===== config.mk =====
export PLATFORM = sky130hd
export DESIGN_NAME = scanSubsystem
export DESIGN_NICKNAME = d
export VERILOG_FILES = /design/src/design/scanTypesPkg.sv /design/src/design/linkProtocolPkg.sv /design/src/design/tickDivider.sv /design/src/design/scanController.sv /design/src/design/serialTransmitter.sv /design/src/design/scanSubsystem.sv
export SDC_FILE = /design/constraint.sdc
export NUM_CORES = 1
export LEC_CHECK = 0
export BUFFER_PORTS_ARGS = -buffer_cell sky130_fd_sc_hd__buf_2
export CAP_MARGIN = 20
export CORE_ASPECT_RATIO = 1.75
export CORE_MARGIN = 2
export CORE_UTILIZATION = 55
export DETAILED_ROUTE_END_ITERATION = 8
export PLACE_DENSITY = 0.73
export SLEW_MARGIN = 20
export SYNTH_ARGS = -nofsm -noshare
export SYNTH_HDL_FRONTEND = slang
export SYNTH_SLANG_ARGS = --single-unit

===== constraint.sdc =====
create_clock -name clk -period 2.6 [get_ports clk]
set_input_delay 0.26 -clock clk [delete_from_list [all_inputs] [get_ports clk]]
set_output_delay 0.26 -clock clk [all_outputs]
set_load 0.01 [all_outputs]

===== src/design/scanTypesPkg.sv =====
package scanTypesPkg;

	// Scanner FSM states
	typedef enum logic [1:0] {
		idle     = 2'b00,
		active   = 2'b01,
		standby  = 2'b10,
		transfer = 2'b11
	} scanState_t;

	// Command level driven by the peer scanner
	typedef enum logic [1:0] {
		none      = 2'b00,
		startScan = 2'b01,
		peerHalf  = 2'b10
	} localCommand_t;

	localparam int fillWidth = 4;

	// Fill levels that trigger a command frame
	localparam logic [fillWidth-1:0] fillReadyLevel = 4'd7; // About 80 percent
	localparam logic [fillWidth-1:0] fillStartLevel = 4'd8; // About 90 percent
	localparam logic [fillWidth-1:0] fillFullLevel  = 4'd9; // Buffer full

endpackage


===== src/design/linkProtocolPkg.sv =====
package linkProtocolPkg;

	// Bits per serial frame, sent MSB first
	localparam int frameWidth = 8;

	// Width of the bit counter inside the transmitter
	localparam int bitCountWidth = $clog2(frameWidth);

	// Command frames understood by the output driver
	typedef enum logic [frameWidth-1:0] {
		opReadyToTransfer = 8'd2,
		opStartScanning   = 8'd3,
		opBufferFull      = 8'd4,
		opDataTransfer    = 8'd7
	} linkOpcode_t;

	// The data frame that follows opDataTransfer has no opcode of its own.
	// It carries the fill count, zero-extended to frameWidth bits.

endpackage


===== src/design/tickDivider.sv =====
`timescale 1ns/1ps

module tickDivider #(
	parameter int tickDivide = 16
) (
	input  logic clk,
	input  logic rst,
	output logic scanTick
);

	localparam int countWidth = $clog2(tickDivide);
	localparam logic [countWidth-1:0] lastCount = countWidth'(tickDivide - 1);

	logic [countWidth-1:0] count;

	// Slow buffer timebase as a one-cycle enable on the fast clock
	always_ff @(posedge clk) begin
		if (rst) begin
			count    <= '0;
			scanTick <= 1'b0;
		end else if (count == lastCount) begin
			count    <= '0;
			scanTick <= 1'b1; // One tick per wrap
		end else begin
			count    <= count + 1'b1;
			scanTick <= 1'b0;
		end
	end

endmodule


===== src/design/scanController.sv =====
`timescale 1ns/1ps

module scanController
	import scanTypesPkg::*;
	import linkProtocolPkg::*;
(
	input  logic                  clk,
	input  logic                  rst,
	input  logic                  scanTick,
	input  logic                  readyForTransfer,
	input  localCommand_t         localCommand,
	input  logic                  txReady,
	output logic                  frameLoad,
	output logic [frameWidth-1:0] frameByte,
	output scanState_t            scanState
);

	logic [fillWidth-1:0]  fill;
	logic [fillWidth-1:0]  nextFill;
	logic                  pendingValid; // A frame waits for the transmitter
	logic [frameWidth-1:0] pendingByte;
	logic                  cmdSent;      // opDataTransfer already handed over
	logic                  levelHit;
	linkOpcode_t           levelOp;
	logic [frameWidth-1:0] dataByte;

	assign nextFill  = fill + 1'b1;
	assign dataByte  = {{(frameWidth - fillWidth){1'b0}}, fill}; // Fill count as payload
	assign frameLoad = pendingValid && txReady; // Only handed over when ready
	assign frameByte = pendingByte;

	// Opcode announced when the fill reaches one of the thresholds
	always_comb begin
		levelHit = 1'b1;
		levelOp  = opReadyToTransfer;
		case (nextFill)
			fillReadyLevel: levelOp = opReadyToTransfer;
			fillStartLevel: levelOp = opStartScanning;
			fillFullLevel:  levelOp = opBufferFull;
			default:        levelHit = 1'b0;
		endcase
	end

	always_ff @(posedge clk) begin
		if (rst) begin
			scanState    <= idle;
			fill         <= '0;
			pendingValid <= 1'b0;
			cmdSent      <= 1'b0;
		end else begin
			// Default hand-over that transfer may requeue below
			if (frameLoad)
				pendingValid <= 1'b0;

			case (scanState)
				idle: begin
					if (localCommand == startScan)
						scanState <= active;
				end

				active: begin
					if (fill == fillFullLevel) begin
						// Decide only after opBufferFull has left
						if (!pendingValid)
							scanState <= readyForTransfer ? transfer : standby;
					end else if (scanTick && !pendingValid) begin
						fill <= nextFill; // Stand-in for a new sample
						if (levelHit) begin
							pendingValid <= 1'b1;
							pendingByte  <= levelOp;
						end
					end
				end

				standby: begin
					if (localCommand == peerHalf) begin
						// Peer buffer half full so our data is dropped
						scanState <= idle;
						fill      <= '0;
					end else if (readyForTransfer) begin
						scanState <= transfer;
					end
				end

				transfer: begin
					if (!pendingValid && !cmdSent) begin
						pendingValid <= 1'b1;
						pendingByte  <= opDataTransfer;
					end else if (frameLoad && !cmdSent) begin
						// Data frame follows the command
						cmdSent      <= 1'b1;
						pendingValid <= 1'b1;
						pendingByte  <= dataByte;
					end else if (frameLoad) begin
						// Buffer empty once the data frame is loaded
						cmdSent   <= 1'b0;
						fill      <= '0;
						scanState <= idle;
					end
				end

				default: begin
					scanState <= idle;
				end
			endcase
		end
	end

endmodule


===== src/design/serialTransmitter.sv =====
`timescale 1ns/1ps

module serialTransmitter
	import linkProtocolPkg::*;
(
	input  logic                  clk,
	input  logic                  rst,
	input  logic                  frameLoad,
	input  logic [frameWidth-1:0] frameByte,
	output logic                  txReady,
	output logic                  serialData,
	output logic                  serialValid
);

	localparam logic [bitCountWidth-1:0] lastBit = bitCountWidth'(frameWidth - 1);

	logic [frameWidth-1:0]    shiftReg;
	logic [bitCountWidth-1:0] bitCount; // Bits still to send after this one
	logic                     busy;

	assign txReady     = !busy;
	assign serialValid = busy; // Stands in for the gated bit clock
	assign serialData  = busy && shiftReg[frameWidth-1];

	always_ff @(posedge clk) begin
		if (rst) begin
			busy     <= 1'b0;
			bitCount <= '0;
		end else if (!busy) begin
			if (frameLoad) begin
				busy     <= 1'b1;
				bitCount <= lastBit;
			end
		end else begin
			bitCount <= bitCount - 1'b1;
			if (bitCount == '0)
				busy <= 1'b0; // Ready again after the last bit
		end
	end

	// Frame shifts out MSB first
	always_ff @(posedge clk) begin
		if (frameLoad && !busy)
			shiftReg <= frameByte;
		else if (busy)
			shiftReg <= {shiftReg[frameWidth-2:0], 1'b0};
	end

endmodule


===== src/design/scanSubsystem.sv =====
`timescale 1ns/1ps

module scanSubsystem
	import scanTypesPkg::*;
	import linkProtocolPkg::*;
#(
	parameter int tickDivide = 16
) (
	input  logic          clk,
	input  logic          rst,
	input  logic          readyForTransfer,
	input  localCommand_t localCommand,
	output logic          serialData,
	output logic          serialValid,
	output scanState_t    scanState
);

	logic                  scanTick;
	logic                  frameLoad;
	logic [frameWidth-1:0] frameByte;
	logic                  txReady;

	// Slow scan rate
	tickDivider #(
		.tickDivide(tickDivide)
	) divider (
		.clk     (clk),
		.rst     (rst),
		.scanTick(scanTick)
	);

	scanController controller (
		.clk             (clk),
		.rst             (rst),
		.scanTick        (scanTick),
		.readyForTransfer(readyForTransfer),
		.localCommand    (localCommand),
		.txReady         (txReady),
		.frameLoad       (frameLoad),
		.frameByte       (frameByte),
		.scanState       (scanState)
	);

	// Serial link to the output driver
	serialTransmitter transmitter (
		.clk        (clk),
		.rst        (rst),
		.frameLoad  (frameLoad),
		.frameByte  (frameByte),
		.txReady    (txReady),
		.serialData (serialData),
		.serialValid(serialValid)
	);

endmodule


==> metrics.txt, run 1 <==
status complete, no violations; CP peak stage delay 0.45 ns; worst-path maximum fanout 7; Setup CP Type reg2reg; layout cells sized above 1 16.88%; top cell type's share of synthesized area 23.68%; reg2reg end controller.frameByte[1]$_DFFE_PP_; commonest non-fill, non-tap cell in the layout dfxtp_1; grt total ovfl 0; Yosys top cell by area edfxtp_1; most frequent cells in the layout dfxtp_1 (17), nor2_1 (13), a21oi_1 (12), edfxtp_1 (12), inv_1 (10); Sum Neg Setup Slack 0 ns; register area share after synthesis 46.05%; ys async rst share 0%; Clock Latency Late Sink around 0.28 ns; Seq cells post-synth 29; GRT Overall Usage about a fifth; initial antenna violation count 0; Clock Tree Root clkbuf_8; Final Max Slew Viols 0; DRT Pass-1 Iters 4; Die ar. 3220 sq um; Overall Power 923.4 uW; Die W approximately 44 microns; worst slew margin relative to its limit 68.14%; Worst VDD drop 364.4 uV; critical path arrival 1.80 ns; die span in y 73.58 microns; cts hold-fix bufs 0; Critical Path Most Common Cell o21ai_1; FP Rows 25; Placer Congestion 0.9583; clock skew 0.006294 ns; Clk pin slew, worst setup/hold paths roughly 0.060 ns; CP bufs+invs 1; Yosys warning count 0; DRT Wirelength 2632 microns; Primary FF master, synth dfxtp_1; Slew @ Worst Pin 0.4772 ns; final setup vio count 0; Pwr per Cell Area 565.1 nW/um^2; Endpoint, Worst Hold controller.cmdSent$_SDFFE_PP0P_; post-synth cell types 42; CP top delay family flip-flops; max cap viols 0; crit end category register; CTS tree built; Slowest-stage cell, CP dfxtp_1; r2r setup slk 0.75 ns; per-cell routed wire length 14.07 microns; DP HPWL approximately 1900 microns; final hold violations 0; Worst Setup Start Kind register; Worst Hold Slack about 0.35 ns; Detail Route Antenna Nets 0; first-pass GRT wire length 4616 microns; EDFF count, synth 12; I/O Pins 9; DRC Markers 0; top cells by area, synth edfxtp_1 (24%), dfxtp_1 (22%), ha_1 (5.8%); Hold Path Class in2reg; vias per std cell 5.920; post-layout minimum cycle time 1.853 ns; Clock Tree Buf Depth 2; syn nets approximately 170; largest net degree at the start of global routing 22; worst hold start rst; vias in the first global route 1119; Synth Instances 153; Layout Nets about 170; CTS HTree Levels 2; clock tree sinks 29; Critical Path Start controller.fill[1]$_SDFFE_PP0P_; Critical Path RT about 2.6 ns; RSZ-0062 raised after global routing false; Initial DRC Count 60; highest clock rate 539.8 MHz; Synth Cell Area 1521 sq um; total CTS buffers 5; IO Port Bufs 8; area of the core 2659 sq um; # Post-CTS Setup Buffers 0; area delta synth->final 7.402%; crit path cell chain inv_1 -> ha_1 -> nand3b_1 -> and3_1 -> o21ai_1 -> o21ai_1; leak pwr 0.0005941 uW; Initial Util 57.22%; Vias 1107; hold path depth 2; Avg Cell Area, Syn 9.944 sq um; cell depth of the worst flop-to-flop path 6; crit share post-route 71.25%; PostCTS Resize Cnt 0; n_diodes 0; worst r2r src controller.fill[1]$_SDFFE_PP0P_
cell families after synthesis:
group / count (synthesis) / synth area share, %
xor+xnor: 3 / 1.727
mux: 5 / 3.536
compound gates: 34 / 14.88
fa+ha+maj: 7 / 5.756
simple gates: 56 / 21.38
buf+inv: 19 / 6.661
flops: 29 / 46.05
worst register-to-register path: cells and delay by family, from the launching register on:
family	cells	cell delay [ns]
compound gates	2	0.42
buf+inv	1	0.10
fa+ha+maj	1	0.19
simple gates	2	0.36
flops	1	0.45
where the power goes:
part	switching [uW]	total, uW	leakage [uW]	internal, uW
clock network	163	408	0.0000534	245
logic	17.2	31.1	0.000291	13.9
registers	8.26	484	0.000250	476
synth_stat cells (2+ instances only):
library cell  count
ha_1              7
and2_1            2
mux2_2            3
nor2_1           13
edfxtp_1         12
a211oi_1          2
nor3b_1           3
nand2_1           8
a21oi_1          12
o31ai_1           2
dfxtp_1          17
nand3_1           3
and2b_2           4
a311oi_1          2
buf_6             2
nand2b_1          5
nand3b_1          2
o21ai_1           2
o22ai_1           2
inv_1            10
nor3_1            6
buf_4             3
o21ai_0           4
a31oi_1           4
buf_2             3
mux2i_1           2
xnor2_1           3
how the worst max path moves through the flow:
stage	slack, ns	endpoint	cells after the start
6_report	0.75	controller.frameByte[1]$_DFFE_PP_	6
5_1_grt	0.56	controller.frameByte[1]$_DFFE_PP_	4
4_1_cts	0.74	controller.frameByte[1]$_DFFE_PP_	4
3_5_place_dp	0.77	controller.frameByte[0]$_DFFE_PP_	6
3_3_place_gp	0.88	controller.frameByte[0]$_DFFE_PP_	6
2_1_floorplan	0.98	controller.frameByte[0]$_DFFE_PP_	6
metal layers:
layer	GRT usage (%)	share of wire [%]
met2	34.15	54
met5	0	0
met3	5.897	4.3
met4	12.46	3.1
met1	19.72	38
registers in the layout, summed over array words and instances (netlist names):
name / count
controller.cmdSent: 1
controller.fill: 4
controller.frameByte: 4
controller.pendingValid: 1
controller.scanState: 2
divider.count: 4
divider.scanTick: 1
transmitter.bitCount: 3
transmitter.serialValid: 1
transmitter.shiftReg: 8
area by class of cell:
cell class / instances / area [sq um]
clock inverter: 1 / 5.005
inverter: 10 / 37.54
tap: 27 / 33.78
fill: 207 / 1025
clock buffer: 7 / 97.59
timing repair buffer: 8 / 40.04
multi-input combinational: 105 / 719.4
sequential: 29 / 700.7
metrics by stage:
stage,instances,instance area [sq um],utilization (%),worst slack [ns]
CTS,187,1634,61.46,0.7435
global route,187,1634,61.46,0.5595
detailed placement,179,1531,57.60,0.7745
global placement,179,1531,57.60,0.8787
floorplan,153,1521,-,0.9814
finish,187,1634,61.46,0.7474
Power figures use the tool's default switching activity.
==> run 2, diff against run 1 <==
==> constraint.sdc (replaced) <==
create_clock -name clk -period 1.8 [get_ports clk]
set_input_delay 0.18 -clock clk [delete_from_list [all_inputs] [get_ports clk]]
set_output_delay 0.18 -clock clk [all_outputs]
set_load 0.01 [all_outputs]
==> run 2 against run 1 <==
  * Die area did not move
  * Via count down 1.2%
  * Global-route usage up 0.16 points
  * Design area up 2.1%
  * Final cell count grew 3.7%
  * Clock power up 21%
  * Hold slack got worse by 0.031 ns
  * Count of clock-buffer cells in the layout rose by 1
  * Sequential power is 44% higher
  * Sequential cell count unchanged
  * Register-to-register slack worse by 0.61 ns
  * Total power up 35%
  * Highest routed layer unchanged
==> metrics.txt, run 2 (synthesized netlist as in run 1, its figures left out) <==
grt total ovfl 0 (unchanged); # Post-CTS Setup Buffers 0 (unchanged); PostCTS Resize Cnt 1 (+1); n_diodes 0 (unchanged); critical path arrival 1.62 ns (-0.18 ns); crit end category register; crit share post-route 92.16% (+21 points); commonest non-fill, non-tap cell in the layout dfxtp_1; Clk pin slew, worst setup/hold paths 0.06 ns (about the same); DRT Wirelength 2726 microns (+3.6%); Clock Tree Root clkbuf_8; DRC Markers 0 (unchanged); leak pwr 0.0006184 uW (+4.1%); worst slew margin relative to its limit 76.55% (+8.4 points); highest clock rate 602.8 MHz (+12%); final hold violations 0 (unchanged); Die W 43.76 microns (unchanged); clock tree sinks 29 (unchanged); status complete, no violations; I/O Pins 9 (unchanged); per-cell routed wire length 14.05 microns (-0.17%); Worst Setup Start Kind register; Worst Hold Slack 0.3240 ns (-0.03077 ns); first-pass GRT wire length 4595 microns (-0.45%); total CTS buffers 5 (unchanged); layout cells sized above 1 20.36% (+3.5 points); Clock Tree Buf Depth 2 (unchanged); DP HPWL 2008 microns (+4.4%); vias in the first global route 1056 (-5.6%); GRT Overall Usage 19.86% (+0.16 points); Pwr per Cell Area 746.0 nW/um^2 (+32%); Critical Path RT 1.76 ns (-0.79 ns); Layout Nets 178 (+4.1%); post-layout minimum cycle time 1.659 ns (-0.1937 ns); Worst VDD drop 578.8 uV (+59%); Slew @ Worst Pin 0.3518 ns (-0.1254 ns); area delta synth->final 9.704%; Top reg by flops transmitter.shiftReg; Hold Path Class in2reg; Clock Latency Late Sink 0.27 ns (about the same); number of flip-flops in the largest register 8 (unchanged); vias per std cell 5.639 (-4.7%); initial antenna violation count 0 (unchanged); Final Max Slew Viols 0 (unchanged); FP Rows 25 (unchanged); IO Port Bufs 8 (unchanged); Detail Route Antenna Nets 0 (unchanged); area of the core 2659 sq um (unchanged); DRT Pass-1 Iters 4 (unchanged); CTS HTree Levels 2 (unchanged); clock skew 0.005297 ns (-0.0009968 ns); most frequent cells in the layout dfxtp_1 (16), nor2_1 (13), a21oi_1 (12), edfxtp_1 (12), inv_1 (10); Die ar. 3220 sq um (unchanged); Setup CP Type reg2reg; final setup vio count 0 (unchanged); worst-path maximum fanout 7 (unchanged); CTS tree built; cts hold-fix bufs 0 (unchanged); max cap viols 0 (unchanged); Initial Util 57.22% (unchanged); die span in y 73.58 microns (unchanged); largest net degree at the start of global routing 21 (-4.5%); RSZ-0062 raised after global routing false; Placer Congestion 0.8881 (-7.3%); Vias 1094 (-1.2%); Initial DRC Count 50 (-17%); Sum Neg Setup Slack 0 ns (unchanged)
run 2: cell types whose count changed in the layout (fill, tap and decap cells not counted), sizes merged:
cell	before	now
buf	8	15
clkbuf	7	8
clkinv	1	0
run 2: layout make-up:
type / instances / area, sq um
fill: 212 / 989.7
clock buffer: 8 / 80.08
tap: 27 / 33.78
inverter: 10 / 37.54
sequential: 29 / 701.9
timing repair buffer: 15 / 92.59
multi-input combinational: 105 / 723.2
run 2: worst paths after layout:
check / from / end / slack (ns) / cells past startpoint
setup / recovery: controller.fill[1]$_SDFFE_PP0P_ / controller.frameByte[1]$_DFFE_PP_ / 0.14 / 6
hold / removal: readyForTransfer / controller.scanState[0]$_SDFFE_PP0P_ / 0.32 / 3
hold reg to reg: transmitter.bitCount[0]$_SDFFE_PP0P_ / transmitter.bitCount[0]$_SDFFE_PP0P_ / 0.47 / 1
setup reg to reg: controller.fill[1]$_SDFFE_PP0P_ / controller.frameByte[1]$_DFFE_PP_ / 0.14 / 6
run 2: layer usage:
layer | GRT usage [%] | vias to the layer above | wire length, microns
met5 | 0 | - | 0
met4 | 14.48 | 0 | 89
met3 | 4.423 | 7 | 79
met2 | 33.82 | 27 | 1466
met1 | 20.54 | 495 | 1090
li1 | - | 565 | -
run 2: power breakdown:
group          internal (uW)  switching [uW]  leakage, uW
combinational           24.3            29.8     0.000329
clock                    274             221    0.0000395
sequential               687            8.98     0.000250
total                    985             260     0.000618
run 2: worst max-delay path: stages, from the launching register on:
cell      delay [ns]
dfxtp_2         0.38
inv_1           0.07
ha_1            0.18
nand3b_1        0.12
and3_1          0.25
o21ai_1         0.12
o21ai_2         0.23
run 2: stage by stage:
step	cells	cell area (sq um)	worst slack, ns	utilization (%)	total power [uW]
3_5_place_dp	186	1584	-0.02831	59.58	764.4
5_1_grt	194	1669	0.04451	62.78	1297
3_3_place_gp	186	1584	0.06385	59.58	761.2
6_report	194	1669	0.1411	62.78	1245
4_1_cts	194	1668	0.05308	62.73	1263
2_1_floorplan	153	1521	0.1814	-	746.8
==> run 3, diff against run 2 <==
--- a/config.mk
+++ b/config.mk
@@ -10,8 +10,10 @@
 export CORE_ASPECT_RATIO = 1.75
 export CORE_MARGIN = 2
 export CORE_UTILIZATION = 55
+export CTS_CLUSTER_DIAMETER = 50
 export DETAILED_ROUTE_END_ITERATION = 8
 export PLACE_DENSITY = 0.73
+export SETUP_SLACK_MARGIN = 0.4
 export SLEW_MARGIN = 20
 export SYNTH_ARGS = -nofsm -noshare
 export SYNTH_HDL_FRONTEND = slang
==> run 3 against run 2 <==
  * Count of clock-buffer cells in the layout down 1
  * Utilization up 6.4 points
  * First-iteration DRC count down 60%
  * Final cell count up 1.5%
  * Worst setup slack better by 0.13 ns
  * Hold slack worse by 0.0082 ns
  * Sequential cell count unchanged
  * Die area unchanged
  * Sequential power down 0.6%
  * Clock skew down 0.0024 ns
  * Via count up 4.9%
  * Maximum frequency up 8.6%
==> metrics.txt, run 3 (synthesized netlist as in run 1, its figures left out) <==
Setup CP Type reg2reg; IO Port Bufs 8 (unchanged); FP Rows 25 (unchanged); Die W 43.76 microns (unchanged); total CTS buffers 5 (unchanged); CP top delay family flip-flops; Initial Util 57.22% (unchanged); area of the core 2659 sq um (unchanged); Sum Neg Setup Slack 0 ns (unchanged); DRC Markers 0 (unchanged); crit end category register; CTS tree built; n_diodes 0 (unchanged); multi-input logic area 854.6 sq um (+18%); Initial DRC Count 20 (-60%); status complete, no violations; Critical Path Most Common Cell o21ai_4; crit path cell chain inv_4 -> ha_4 -> nand3b_1 -> and3_4 -> o21ai_4 -> o21ai_4; final setup vio count 0 (unchanged); CP peak stage delay 0.41 ns (+0.03 ns); placed cell area 1617 sq um (+2.1%); Top reg by flops transmitter.shiftReg; DRT Pass-1 Iters 4 (unchanged); Slew @ Worst Pin 0.3053 ns (-0.04645 ns); most frequent cells in the layout nor2_1 (13), dfxtp_1 (13), edfxtp_1 (12), a21oi_1 (10), buf_4 (9); initial antenna violation count 0 (unchanged); final hold violations 0 (unchanged); vias in the first global route 1219 (+15%); Die ar. 3220 sq um (unchanged); cts hold-fix bufs 0 (unchanged); DP HPWL 2150 microns (+7.1%); I/O Pins 9 (unchanged); Clock Tree Root clkbuf_8; Hold Path Class in2reg; grt total ovfl 0 (unchanged); Reg area 710.7 sq um (+1.2%); worst-path maximum fanout 7 (unchanged); die span in y 73.58 microns (unchanged); Final Max Slew Viols 0 (unchanged); number of flip-flops in the largest register 8 (unchanged); leak pwr 0.0006535 uW (+5.7%); RSZ-0062 raised after global routing true; Clock Latency Late Sink 0.28 ns (about the same); Slowest-stage cell, CP dfxtp_4; Critical Path RT 1.77 ns (about the same); vias per std cell 5.827 (+3.3%); Clk pin slew, worst setup/hold paths 0.06 ns (about the same); per-cell routed wire length 15.74 microns (+12%); DRT Wirelength 3101 microns (+14%); largest net degree at the start of global routing 21 (unchanged); Design Area, Final 1841 sq um (+10%); area delta synth->final 20.97%; Worst Setup Start Kind register; clock tree sinks 29 (unchanged); Placer Congestion 0.7994 (-10%); Vias 1148 (+4.9%); Detail Route Antenna Nets 0 (unchanged); crit share post-route 84.84% (-7.3 points); clock skew 0.002866 ns (-0.002431 ns); post-layout minimum cycle time 1.527 ns (-0.1319 ns); CTS HTree Levels 2 (unchanged); dpl ws 0.1751 ns (+0.2034 ns); Worst VDD drop 513.1 uV (-11%); Fillers 200 (-5.7%); slack of the critical path 0.2730 ns (+0.1319 ns); Clock Tree Buf Depth 2 (unchanged); Layout Nets 181 (+1.7%); GRT Overall Usage 22.13% (+2.3 points); first-pass GRT wire length 5202 microns (+13%); max cap viols 0 (unchanged); Pwr per Cell Area 672.4 nW/um^2 (-9.9%); highest clock rate 654.9 MHz (+8.6%); critical path arrival 1.50 ns (-0.12 ns); layout cells sized above 1 35.29% (+15 points); worst slew margin relative to its limit 79.57% (+3.0 points); CP bufs+invs 1 (unchanged)
run 3: cell types whose count changed in the layout (fill, tap and decap cells not counted), moves of 2 or more:
cell / delta
a21oi_1: -2
buf_4: +2
dfxtp_1: -3
dfxtp_4: +2
ha_1: -4
ha_4: +3
inv_1: -3
inv_4: +2
o21ai_0: -2
o21ai_4: +2
run 3: final timing paths:
path	startpoint	to	slack, ns	depth (start not counted)
max	controller.fill[1]$_SDFFE_PP0P_	controller.frameByte[3]$_SDFFCE_PP0P_	0.27	6
min	readyForTransfer	controller.scanState[0]$_SDFFE_PP0P_	0.32	3
max reg2reg	controller.fill[1]$_SDFFE_PP0P_	controller.frameByte[3]$_SDFFCE_PP0P_	0.27	6
min reg2reg	transmitter.bitCount[0]$_SDFFE_PP0P_	transmitter.bitCount[0]$_SDFFE_PP0P_	0.48	1
run 3: layout make-up:
class	instances	area share (%)
repair buffers	18	6.458
clock inverters	1	0.2039
clock buffers	7	4.147
flip-flops and latches	29	38.61
well taps	27	1.835
multi-input cells	105	46.43
inverters	10	2.311
run 3: per-stage QoR:
step           instances  utilization (%)  hold WS (ns)  power (uW)
6_report             197            69.22        0.3158        1237
5_1_grt              197            69.22        0.3493        1290
4_1_cts              197            67.62        0.3102        1258
3_5_place_dp         186            60.80        0.4629       762.9
3_3_place_gp         186            60.80        0.4504       760.7
2_1_floorplan        153                -        0.3863       745.7
run 3: per-layer routing:
| metal | vias up | track usage [%] | wire length (microns) |
|---|---|---|---|
| li1 | 575 | - | - |
| met1 | 545 | 20.60 | 1112 |
| met2 | 20 | 41.01 | 1839 |
| met3 | 8 | 6.634 | 86 |
| met4 | 0 | 11.78 | 62 |
| met5 | - | 0 | 0 |
run 3: power breakdown:
part           switching (uW)  internal (uW)  total (uW)
clock network             220            268         488
registers                8.00            684         692
logic                    32.8           24.8        57.6
run 3: timing repair:
| item | CTS | global route |
|---|---|---|
| endpoints found under the setup margin | 12 | 14 |
| buffers inserted | 3 | 0 |
| pin swaps | 5 | 2 |
| gates resized for setup | 19 | 10 |
run 3: worst reg2reg max path, cell delays in order (launching register included):
cell and delay (ns):
dfxtp_4 0.41, inv_4 0.06, ha_4 0.15, nand3b_1 0.11, and3_4 0.22, o21ai_4 0.07, o21ai_4 0.21
